$ cat config.mk
export PLATFORM = sky130hd
export DESIGN_NAME = cpu
export DESIGN_NICKNAME = d
export VERILOG_FILES = /design/src/hw/cpu_pkg.sv /design/src/hw/cpu_ctl.sv /design/src/hw/cpu_decode.sv /design/src/hw/cpu_regs.sv /design/src/hw/cpu_alu.sv /design/src/hw/cpu_bus.sv /design/src/hw/cpu.sv
export SDC_FILE = /design/constraint.sdc
export NUM_CORES = 1
export LEC_CHECK = 0
export BUFFER_PORTS_ARGS = -buffer_cell sky130_fd_sc_hd__clkbuf_2
export CAP_MARGIN = 20
export CORE_MARGIN = 5
export CORE_UTILIZATION = 50
export CTS_BUF_LIST = sky130_fd_sc_hd__clkbuf_8
export CTS_CLUSTER_SIZE = 8
export DETAILED_ROUTE_END_ITERATION = 8
export GPL_ROUTABILITY_DRIVEN = 0
export GPL_TIMING_DRIVEN = 0
export PLACE_DENSITY = 0.79
export SKIP_LAST_GASP = 1
export SYNTH_ARGS = -nofsm -noshare
export SYNTH_HDL_FRONTEND = slang
export SYNTH_SLANG_ARGS = --single-unit
export TNS_END_PERCENT = 30
$ cat constraint.sdc
create_clock -name __clk -period 8.1 [get_ports __clk]
set_clock_uncertainty 0.05 [all_clocks]
set_input_delay 1.215 -clock __clk [delete_from_list [all_inputs] [get_ports __clk]]
set_output_delay 1.215 -clock __clk [all_outputs]
set_load 0.02 [all_outputs]
$ cat src/hw/cpu_pkg.sv
package cpu_pkg;

	// ------------------------------------------------
	// data widths, bit 0 is the msb
	// ------------------------------------------------

	typedef logic [0:15] word_t;
	typedef logic [0:15] addr_t;
	typedef logic [0:2]  reg_idx_t;
	typedef logic [0:3]  opcode_t;
	typedef logic [0:3]  rsel_t;
	typedef logic [0:1]  flags_t;    // zero, carry
	typedef logic [1:0]  reg_src_t;  // register write-back source

	localparam opcode_t OP_HLT = 4'd0;
	localparam opcode_t OP_LWI = 4'd1;
	localparam opcode_t OP_LD  = 4'd2;
	localparam opcode_t OP_ST  = 4'd3;
	localparam opcode_t OP_ADD = 4'd4;
	localparam opcode_t OP_SUB = 4'd5;
	localparam opcode_t OP_AND = 4'd6;
	localparam opcode_t OP_OR  = 4'd7;
	localparam opcode_t OP_JMP = 4'd8;
	localparam opcode_t OP_JZ  = 4'd9;  // above this: illegal, runs as hlt

	// instruction word fields
	localparam int OPC_POS = 0;
	localparam int RA_POS  = 4;  // destination, st data
	localparam int RB_POS  = 7;  // source, ld/st address

	localparam int FLAG_Z = 0;
	localparam int FLAG_C = 1;

	localparam reg_src_t SRC_ALU = 2'd0;
	localparam reg_src_t SRC_MEM = 2'd1;
	localparam reg_src_t SRC_IMM = 2'd2;

	// panel selector values past the registers
	localparam rsel_t RS_IC    = 4'd8;
	localparam rsel_t RS_IR    = 4'd9;
	localparam rsel_t RS_FLAGS = 4'd10;

	typedef enum logic [1:0] {ALU_ADD, ALU_SUB, ALU_AND, ALU_OR} alu_op_t;

	typedef enum logic [2:0] {
		ST_STOPPED, ST_FETCH, ST_FETCH_ARG, ST_EXEC,
		ST_MEM_RD, ST_MEM_WR, ST_HALTED, ST_ALARM
	} ctl_state_t;

endpackage

$ cat src/hw/cpu_ctl.sv
module cpu_ctl
	import cpu_pkg::*;
#(
	parameter bit STOP_ON_NOMEM = 1'b1
)(
	input  logic       __clk,
	input  logic       rst_n,
	input  logic       start,
	input  logic       stop,
	input  logic       mode,         // step mode
	input  logic       panel_load,
	input  opcode_t    opcode,
	input  alu_op_t    alu_op_dec,
	input  logic       zero,
	input  logic       bus_done,
	input  logic       bus_nomem,
	output logic       run,
	output logic       hlt,
	output logic       alarm,
	output logic       bus_go,
	output logic       bus_we,
	output logic       addr_from_ic,
	output logic       ir_load,
	output logic       arg_load,
	output logic       reg_we,
	output reg_src_t   reg_src,
	output alu_op_t    alu_op,
	output logic       flags_we,
	output logic       ic_inc,
	output logic       ic_jump,
	output logic       ic_panel,
	output logic       ar_load
);

	ctl_state_t state;
	ctl_state_t end_state;  // where an instruction goes when it is done
	logic busy;             // transfer handed to the bus, no answer yet
	logic arg_done;
	logic stop_req;
	logic xfer_end;

	assign run = (state != ST_STOPPED) && (state != ST_HALTED) && (state != ST_ALARM);
	assign hlt = (state == ST_HALTED);
	// without the alarm stop a missing memory just reads as zero
	assign xfer_end = bus_done || (bus_nomem && !STOP_ON_NOMEM);
	assign end_state = (mode || stop || stop_req) ? ST_STOPPED : ST_FETCH;

	// ------------------------------------------------
	// micro-step controls
	// ------------------------------------------------

	always_comb begin
		bus_go = 1'b0;
		bus_we = 1'b0;
		addr_from_ic = 1'b0;
		ir_load = 1'b0;
		arg_load = 1'b0;
		reg_we = 1'b0;
		reg_src = SRC_ALU;
		alu_op = alu_op_dec;
		flags_we = 1'b0;
		ic_inc = 1'b0;
		ic_jump = 1'b0;
		ar_load = 1'b0;
		ic_panel = panel_load && !run;  // kl -> ic only with the cpu idle
		case (state)
			ST_FETCH, ST_FETCH_ARG: begin
				addr_from_ic = 1'b1;
				bus_go = !busy;
				ir_load = xfer_end && (state == ST_FETCH);
				arg_load = xfer_end && (state == ST_FETCH_ARG);
				ic_inc = xfer_end;
			end
			ST_EXEC: begin
				case (opcode)
					OP_LWI: begin
						reg_we = arg_done;
						reg_src = SRC_IMM;
					end
					OP_LD, OP_ST: ar_load = 1'b1;  // address from rB
					OP_ADD, OP_SUB, OP_AND, OP_OR: begin
						reg_we = 1'b1;
						flags_we = 1'b1;
					end
					OP_JMP: ic_jump = arg_done;
					OP_JZ: ic_jump = arg_done && zero;
					default: ;
				endcase
			end
			ST_MEM_RD: begin
				bus_go = !busy;
				reg_we = xfer_end;
				reg_src = SRC_MEM;
			end
			ST_MEM_WR: begin
				bus_go = !busy;
				bus_we = 1'b1;
			end
			default: ;
		endcase
	end

	// ------------------------------------------------
	// sequencer
	// ------------------------------------------------

	always_ff @(posedge __clk) begin
		if (!rst_n) begin
			state <= ST_STOPPED;
			busy <= 1'b0;
			arg_done <= 1'b0;
			stop_req <= 1'b0;
			alarm <= 1'b0;
		end else begin
			if (stop)
				stop_req <= 1'b1;  // held until the instruction ends
			if (bus_go)
				busy <= 1'b1;
			else if (bus_done || bus_nomem)
				busy <= 1'b0;
			if (bus_nomem)
				alarm <= 1'b1;
			else if (panel_load)
				alarm <= 1'b0;

			case (state)
				ST_STOPPED, ST_HALTED: begin
					if (start && !panel_load) begin
						state <= ST_FETCH;
						stop_req <= 1'b0;
					end
				end
				ST_ALARM: if (panel_load) state <= ST_STOPPED;
				ST_FETCH: begin
					if (xfer_end) begin
						state <= ST_EXEC;
						arg_done <= 1'b0;
					end
				end
				ST_FETCH_ARG: begin
					if (xfer_end) begin
						state <= ST_EXEC;
						arg_done <= 1'b1;
					end
				end
				ST_EXEC: begin
					case (opcode)
						OP_HLT: state <= ST_HALTED;
						OP_LWI, OP_JMP, OP_JZ: state <= arg_done ? end_state : ST_FETCH_ARG;
						OP_LD: state <= ST_MEM_RD;
						OP_ST: state <= ST_MEM_WR;
						default: state <= end_state;  // register ops, one cycle
					endcase
				end
				ST_MEM_RD, ST_MEM_WR: if (xfer_end) state <= end_state;
				default: state <= ST_STOPPED;
			endcase

			if (bus_nomem && STOP_ON_NOMEM)
				state <= ST_ALARM;
		end
	end

endmodule

$ cat src/hw/cpu_decode.sv
module cpu_decode
	import cpu_pkg::*;
(
	input  logic     __clk,
	input  logic     rst_n,
	input  logic     ir_load,
	input  logic     arg_load,
	input  word_t    rd_data,
	output word_t    ir,
	output opcode_t  opcode,
	output reg_idx_t ra,
	output reg_idx_t rb,
	output word_t    arg,
	output alu_op_t  alu_op_dec
);

	opcode_t raw_op;

	// instruction register, cleared to a hlt word
	always_ff @(posedge __clk) begin
		if (!rst_n)
			ir <= '0;
		else if (ir_load)
			ir <= rd_data;
	end

	// second word: immediate or jump target
	always_ff @(posedge __clk) begin
		if (arg_load)
			arg <= rd_data;
	end

	// ------------------------------------------------
	// field split
	// ------------------------------------------------

	assign raw_op = ir[OPC_POS +: 4];
	assign opcode = (raw_op > OP_JZ) ? OP_HLT : raw_op;  // unknown codes stop the cpu
	assign ra = ir[RA_POS +: 3];
	assign rb = ir[RB_POS +: 3];

	always_comb begin
		case (opcode)
			OP_SUB: alu_op_dec = ALU_SUB;
			OP_AND: alu_op_dec = ALU_AND;
			OP_OR:  alu_op_dec = ALU_OR;
			default: alu_op_dec = ALU_ADD;
		endcase
	end

endmodule

$ cat src/hw/cpu_regs.sv
module cpu_regs
	import cpu_pkg::*;
(
	input  logic     __clk,
	input  logic     rst_n,
	input  logic     reg_we,
	input  reg_src_t reg_src,
	input  reg_idx_t ra,
	input  reg_idx_t rb,
	input  word_t    alu_res,
	input  word_t    rd_data,
	input  word_t    arg,
	input  rsel_t    rs,
	input  addr_t    ic_out,
	input  word_t    ir,
	input  flags_t   flags,
	output word_t    a_val,
	output word_t    b_val,
	output word_t    w
);

	word_t gpr [0:7];
	word_t wb_data;

	always_comb begin
		case (reg_src)
			SRC_MEM: wb_data = rd_data;
			SRC_IMM: wb_data = arg;
			default: wb_data = alu_res;
		endcase
	end

	always_ff @(posedge __clk) begin
		if (!rst_n) begin
			for (int i = 0; i < 8; i++)
				gpr[i] <= '0;
		end else if (reg_we) begin
			gpr[ra] <= wb_data;  // rA is always the target
		end
	end

	assign a_val = gpr[ra];
	assign b_val = gpr[rb];

	// panel display word
	always_comb begin
		if (rs < RS_IC) begin
			w = gpr[rs[1:3]];
		end else begin
			case (rs)
				RS_IC:    w = ic_out;
				RS_IR:    w = ir;
				RS_FLAGS: w = {14'b0, flags};  // zero in bit 14, carry in 15
				default:  w = '0;
			endcase
		end
	end

endmodule

$ cat src/hw/cpu_alu.sv
module cpu_alu
	import cpu_pkg::*;
(
	input  logic    __clk,
	input  logic    rst_n,
	input  alu_op_t alu_op,
	input  word_t   a_val,
	input  word_t   b_val,
	input  logic    flags_we,
	input  logic    ic_inc,
	input  logic    ic_jump,
	input  logic    ic_panel,
	input  logic    ar_load,
	input  word_t   arg,
	input  word_t   kl,
	output word_t   alu_res,
	output flags_t  flags,
	output logic    zero,
	output addr_t   ic_out,
	output addr_t   ar_out
);

	logic [0:16] sum;  // bit 0 is carry or borrow

	// ------------------------------------------------
	// arithmetic and logic
	// ------------------------------------------------

	always_comb begin
		case (alu_op)
			ALU_ADD: sum = {1'b0, a_val} + {1'b0, b_val};
			ALU_SUB: sum = {1'b0, a_val} - {1'b0, b_val};
			ALU_AND: sum = {1'b0, a_val & b_val};
			ALU_OR:  sum = {1'b0, a_val | b_val};
			default: sum = '0;
		endcase
	end

	assign alu_res = sum[1:16];

	always_ff @(posedge __clk) begin
		if (!rst_n) begin
			flags <= '0;
		end else if (flags_we) begin
			flags[FLAG_Z] <= (alu_res == '0);
			flags[FLAG_C] <= sum[0];
		end
	end

	assign zero = flags[FLAG_Z];

	// ------------------------------------------------
	// instruction counter and address register
	// ------------------------------------------------

	always_ff @(posedge __clk) begin
		if (!rst_n)
			ic_out <= '0;
		else if (ic_panel)
			ic_out <= kl;        // load from key switches
		else if (ic_jump)
			ic_out <= arg;
		else if (ic_inc)
			ic_out <= ic_out + 1'b1;
	end

	always_ff @(posedge __clk) begin
		if (ar_load)
			ar_out <= b_val;
	end

endmodule

$ cat src/hw/cpu_bus.sv
module cpu_bus
	import cpu_pkg::*;
#(
	parameter int ALARM_DLY_TICKS = 64
)(
	input  logic  __clk,
	input  logic  rst_n,
	input  logic  bus_go,
	input  logic  bus_we,
	input  logic  addr_from_ic,
	input  addr_t ic_out,
	input  addr_t ar_out,
	input  word_t a_val,
	input  logic  mem_ok,
	input  word_t mem_rdt,
	output logic  mem_req,
	output logic  mem_we,
	output addr_t mem_ad,
	output word_t mem_wdt,
	output word_t rd_data,
	output logic  bus_done,
	output logic  bus_nomem
);

	localparam int CNT_W = $clog2(ALARM_DLY_TICKS + 1);

	logic [CNT_W-1:0] wait_cnt;  // cycles of mem_req without ok
	logic launch;
	logic timeout;

	assign launch = bus_go && !mem_req;
	assign timeout = mem_req && !mem_ok && (wait_cnt == CNT_W'(ALARM_DLY_TICKS - 1));

	// ------------------------------------------------
	// request/ok handshake
	// ------------------------------------------------

	always_ff @(posedge __clk) begin
		if (!rst_n) begin
			mem_req <= 1'b0;
			mem_we <= 1'b0;
			bus_done <= 1'b0;
			bus_nomem <= 1'b0;
			wait_cnt <= '0;
		end else begin
			bus_done <= 1'b0;
			bus_nomem <= 1'b0;
			if (launch) begin
				mem_req <= 1'b1;
				mem_we <= bus_we;
				wait_cnt <= '0;
			end else if (mem_req) begin
				if (mem_ok) begin
					mem_req <= 1'b0;   // drop the cycle after ok
					bus_done <= 1'b1;
				end else if (timeout) begin
					mem_req <= 1'b0;   // nobody home at this address
					bus_nomem <= 1'b1;
				end else begin
					wait_cnt <= wait_cnt + 1'b1;
				end
			end
		end
	end

	// address and data stay put for the whole request
	always_ff @(posedge __clk) begin
		if (launch) begin
			mem_ad <= addr_from_ic ? ic_out : ar_out;
			mem_wdt <= a_val;
		end
		if (mem_req && mem_ok)
			rd_data <= mem_rdt;
		else if (timeout)
			rd_data <= '0;  // missing memory reads as zero
	end

endmodule

$ cat src/hw/cpu.sv
module cpu
	import cpu_pkg::*;
#(
	parameter int ALARM_DLY_TICKS = 64,
	parameter bit STOP_ON_NOMEM = 1'b1
)(
	input  logic  __clk,
	input  logic  rst_n,

	// control panel
	input  word_t kl,
	input  rsel_t rs,
	input  logic  start,
	input  logic  stop,
	input  logic  mode,
	input  logic  panel_load,
	output word_t w,
	output logic  run,
	output logic  hlt,
	output logic  alarm,

	// system bus
	input  logic  mem_ok,
	input  word_t mem_rdt,
	output logic  mem_req,
	output logic  mem_we,
	output addr_t mem_ad,
	output word_t mem_wdt
);

	logic bus_go, bus_we, addr_from_ic, bus_done, bus_nomem;
	logic ir_load, arg_load, reg_we, flags_we;
	logic ic_inc, ic_jump, ic_panel, ar_load, zero;
	reg_src_t reg_src;
	alu_op_t alu_op, alu_op_dec;
	opcode_t opcode;
	reg_idx_t ra, rb;
	word_t ir, arg, rd_data, a_val, b_val, alu_res;
	addr_t ic_out, ar_out;
	flags_t flags;

	// ------------------------------------------------
	// sequencer
	// ------------------------------------------------

	cpu_ctl #(
		.STOP_ON_NOMEM(STOP_ON_NOMEM)
	) ctl_i (
		.__clk(__clk), .rst_n(rst_n), .start(start), .stop(stop), .mode(mode),
		.panel_load(panel_load), .opcode(opcode), .alu_op_dec(alu_op_dec), .zero(zero),
		.bus_done(bus_done), .bus_nomem(bus_nomem), .run(run), .hlt(hlt), .alarm(alarm),
		.bus_go(bus_go), .bus_we(bus_we), .addr_from_ic(addr_from_ic), .ir_load(ir_load),
		.arg_load(arg_load), .reg_we(reg_we), .reg_src(reg_src), .alu_op(alu_op),
		.flags_we(flags_we), .ic_inc(ic_inc), .ic_jump(ic_jump), .ic_panel(ic_panel),
		.ar_load(ar_load)
	);

	// ------------------------------------------------
	// datapath
	// ------------------------------------------------

	cpu_decode decode_i (
		.__clk(__clk), .rst_n(rst_n), .ir_load(ir_load), .arg_load(arg_load),
		.rd_data(rd_data), .ir(ir), .opcode(opcode), .ra(ra), .rb(rb), .arg(arg),
		.alu_op_dec(alu_op_dec)
	);

	cpu_regs regs_i (
		.__clk(__clk), .rst_n(rst_n), .reg_we(reg_we), .reg_src(reg_src), .ra(ra), .rb(rb),
		.alu_res(alu_res), .rd_data(rd_data), .arg(arg), .rs(rs), .ic_out(ic_out), .ir(ir),
		.flags(flags), .a_val(a_val), .b_val(b_val), .w(w)
	);

	cpu_alu alu_i (
		.__clk(__clk), .rst_n(rst_n), .alu_op(alu_op), .a_val(a_val), .b_val(b_val),
		.flags_we(flags_we), .ic_inc(ic_inc), .ic_jump(ic_jump), .ic_panel(ic_panel),
		.ar_load(ar_load), .arg(arg), .kl(kl), .alu_res(alu_res), .flags(flags),
		.zero(zero), .ic_out(ic_out), .ar_out(ar_out)
	);

	cpu_bus #(
		.ALARM_DLY_TICKS(ALARM_DLY_TICKS)
	) bus_i (
		.__clk(__clk), .rst_n(rst_n), .bus_go(bus_go), .bus_we(bus_we),
		.addr_from_ic(addr_from_ic), .ic_out(ic_out), .ar_out(ar_out), .a_val(a_val),
		.mem_ok(mem_ok), .mem_rdt(mem_rdt), .mem_req(mem_req), .mem_we(mem_we),
		.mem_ad(mem_ad), .mem_wdt(mem_wdt), .rd_data(rd_data), .bus_done(bus_done),
		.bus_nomem(bus_nomem)
	);

endmodule

==> metrics.md <==
| Metric | Value |
|---|---|
| Hold wc startpoint | `bus_i.wait_cnt[6]` |
| Switch share | `0.278` |
| Hold bufs inserted after CTS | `0` |
| Cell with the most instances after synthesis | `edfxtp_1` |
| R2R Path End | `regs_i.gpr[2][14]` |
| Fin. max-slew vios | `0` |
| Leak pwr | `0.00610 uW` |
| Cells after Synth | `1247` |
| Worst Hold End | `bus_i.bus_nomem` |
| TritonCTS buffer count | `44` |
| Met2 routed WL | `21400 um` |
| Total power | `3080 uW` |
| Yosys reg bits | `266` |
| Cell Area, Synth | `14800 sq um` |
| Row cnt | `63` |
| Worst hold slack | `0.398 ns` |
| M1 WL | `15700 um` |
| Syn nets | `1313` |
| Die Span Y | `182 um` |
| Vias after detailed routing | `12100` |
| GRT overflow | `0` |
| HP Class | `reg -> reg` |
| CTS root buffer | `clkbuf_8` |
| Via/cell ratio | `6.66` |
| Storage cell area | `7410 sq um` |
| Clk pin slew, worst setup/hold paths | `0.06 ns` |
| Initial antenna violation count | `0` |
| H-tree levels | `2` |
| EDFF count, synth | `208` |
| Skew-Pair Late Insertion Delay | `0.58 ns` |
| Final WL | `46600 um` |
| Layout cells sized above 1 | `0.219` |
| Top achievable clock speed | `157 MHz` |
| Initial Util | `0.503` |
| # IOs | `96` |
| Initial DRC Count | `1940` |
| Worst-path cell chain | `clkbuf_1, clkbuf_1, mux4_2, mux2i_1, nand2_2, or4_4, nand2_1, xnor2_1, ha_1, nand4_1, or4b_1, a21oi_1, o21ai_0, a31o_1, a21oi_1, nor2_1` |
| DRT antenna net count | `0` |
| Multi-input gate area | `7000 sq um` |
| Status | `completed` |
| Period utilisation layout | `0.789` |
| Area share of the largest cell type after synthesis | `0.421` |
| Sequential share of power | `0.507` |
| Type of origin of the critical path | `flip-flop` |
| Pin count of the biggest net entering global routing | `27` |
| Final hold vios | `0` |
| Synth area leader | `edfxtp_1` |
| Area grow syn2layout | `12.5%` |
| Max Used Layer | `met4` |
| Clock Path Buffers | `3` |
| Setup tns final | `0 ns` |
| First drt pass iteration count | `7` |
| Largest delay share family, worst path | `simple AND/OR/NAND/NOR gates` |
| WL met3 | `6670 um` |
| CTS resizes | `0` |
| Vias in the first global route | `11600` |
| Crit path time final | `6.39 ns` |
| Req. time, crit path | `8.33 ns` |
| Comb pwr share | `0.132` |
| YS warnings | `0` |
| Internal Power | `2230 uW` |
| Max stage delay on crit path | `0.68 ns` |
| Number of port buffers | `93` |
| Diode count | `0` |
| Global-route wire length before repair | `69500 um` |
| Number of fill cells | `2434` |
| Slew Limit Headroom | `0.243` |
| Total setup buffers inserted after CTS | `0` |
| GRT Overall Usage | `0.275` |
| Number of max-cap violations | `0` |
| Bufs and invs on worst path | `2` |
| Crit path kind | `reg -> reg` |
| Hpwl dp | `33900 um` |
| Arr. time, crit path | `6.61 ns` |
| Ys async rst share | `0` |
| Die area | `33200 sq um` |
| R2R setup slack | `1.71 ns` |
| Switching pwr | `857 uW` |
| R2r worst-path depth | `16` |
| Commonest cells in the netlist | `edfxtp_1, nor2_1, nand2_1, mux4_2, a21oi_1` |
| Horiz. Die Dim | `182 um` |
| Clk sink count | `266` |
| Avg Cell Area, Syn | `11.9 sq um` |
| Slew @ Worst Pin | `1.13 ns` |
| Routed length per instance | `25.7 um` |
| Area contributors post-synth | `edfxtp_1, mux4_2, dfxtp_1` |
| Pwr per Cell Area | `185 nW/um^2` |
| Clk pwr share | `0.361` |
| Core area | `29500 sq um` |
| # DRC | `0` |
| Setup Viol. Count Final | `0` |
| Crit-path max FO | `10` |
| CTS tree | `done` |
| Final nets | `1458` |
| CP endpoint kind | `flip-flop` |
| Critical-path top delay cell | `clkbuf_1` |
| Max VDD drop | `0.104 mV` |
| Sequential area share after synthesis | `0.500` |
| RSZ-0062 raised after global routing | `no` |
| Main synth FF type | `edfxtp_1` |
| WHS Path Cells | `1` |
| Post-synth cell types | `73` |
worst max-delay path by stage:
stage / startpoint / to / cells past startpoint
6_report: flip-flop / regs_i.gpr[2][14] / 16
5_1_grt: flip-flop / regs_i.gpr[7][14] / 16
4_1_cts: flip-flop / regs_i.gpr[2][14] / 16
3_5_place_dp: flip-flop / regs_i.gpr[7][14] / 16
3_3_place_gp: flip-flop / regs_i.gpr[4][14] / 16
2_1_floorplan: flip-flop / regs_i.gpr[0][14] / 16
area by class of cell:
type,count,area share
buffer,80,0.0204
clock buffer,50,0.0413
clock inverter,30,0.00758
inverter,25,0.00563
multi-input combinational,876,0.420
sequential,266,0.444
tap,390,0.0293
timing repair buffer,99,0.0321
layout by cell type (no fill, tap or decap), types with 12 or more instances in the layout:
master,netlist,routed
clkbuf_2,0,93
edfxtp_1,208,208
nand2_1,98,98
xor2_1,17,17
xnor2_1,15,15
a21oi_1,87,87
mux2i_1,30,30
clkbuf_1,64,64
a22oi_1,26,26
mux2_2,33,33
and3_1,25,25
a22o_1,12,12
ha_1,22,22
clkbuf_8,0,50
dfxtp_1,58,58
nor2_1,197,197
o21ai_0,49,49
mux4_2,90,90
nand3_1,13,13
inv_1,24,44
state kept, by name (all words and copies together) (netlist names), named ones only:
name / count
ctl_i.state: 3
bus_i.bus_nomem: 1
decode_i.ir: 16
bus_i.mem_req: 1
alu_i.ic_out: 16
ctl_i.alarm: 1
regs_i.gpr: 128
ctl_i.busy: 1
alu_i.ar_out: 16
bus_i.mem_wdt: 16
bus_i.rd_data: 16
bus_i.wait_cnt: 7
bus_i.bus_done: 1
bus_i.mem_we: 1
decode_i.arg: 16
ctl_i.stop_req: 1
bus_i.mem_ad: 16
alu_i.flags: 2
ctl_i.arg_done: 1
cell families (layout without fill, tap and decap cells):
kind of cell               count (synthesis)  after routing  share of synthesized area
and+or+nand+nor                          409            409                      0.125
DFF                                      266            266                      0.500
AOI/OAI and AO/OA                        247            247                      0.107
muxes                                    165            165                      0.200
buffers and inverters                    105            284                     0.0293
xor gates and xnor gates                  32             32                     0.0189
adders and majority gates                 23             23                     0.0199
routing by layer:
metal,track usage,vias up
li1,-,5066
met1,0.342,5779
met2,0.437,1050
met3,0.0841,207
met4,0.138,0
met5,0,-
power groups by stage:
| stage | logic (uW) | registers (uW) | clock network, uW |
|---|---|---|---|
| global route | 430 | 1570 | 1180 |
| finish | 407 | 1560 | 1110 |
| CTS | 395 | 1560 | 1110 |
| detailed placement | 393 | 1590 | 0 |
| floorplan | 244 | 1590 | 0 |
| global placement | 382 | 1590 | 0 |
stage by stage:
step	cells	setup slack (ns)	instance area [sq um]	utilization
global placement	1730	2.06	15800	0.535
detailed placement	1733	1.87	15800	0.537
floorplan	1247	3.43	14800	-
CTS	1813	1.80	16700	0.565
finish	1816	1.71	16700	0.566
global route	1816	1.44	16700	0.566
Note: power is estimated with default switching activity, not from simulation.
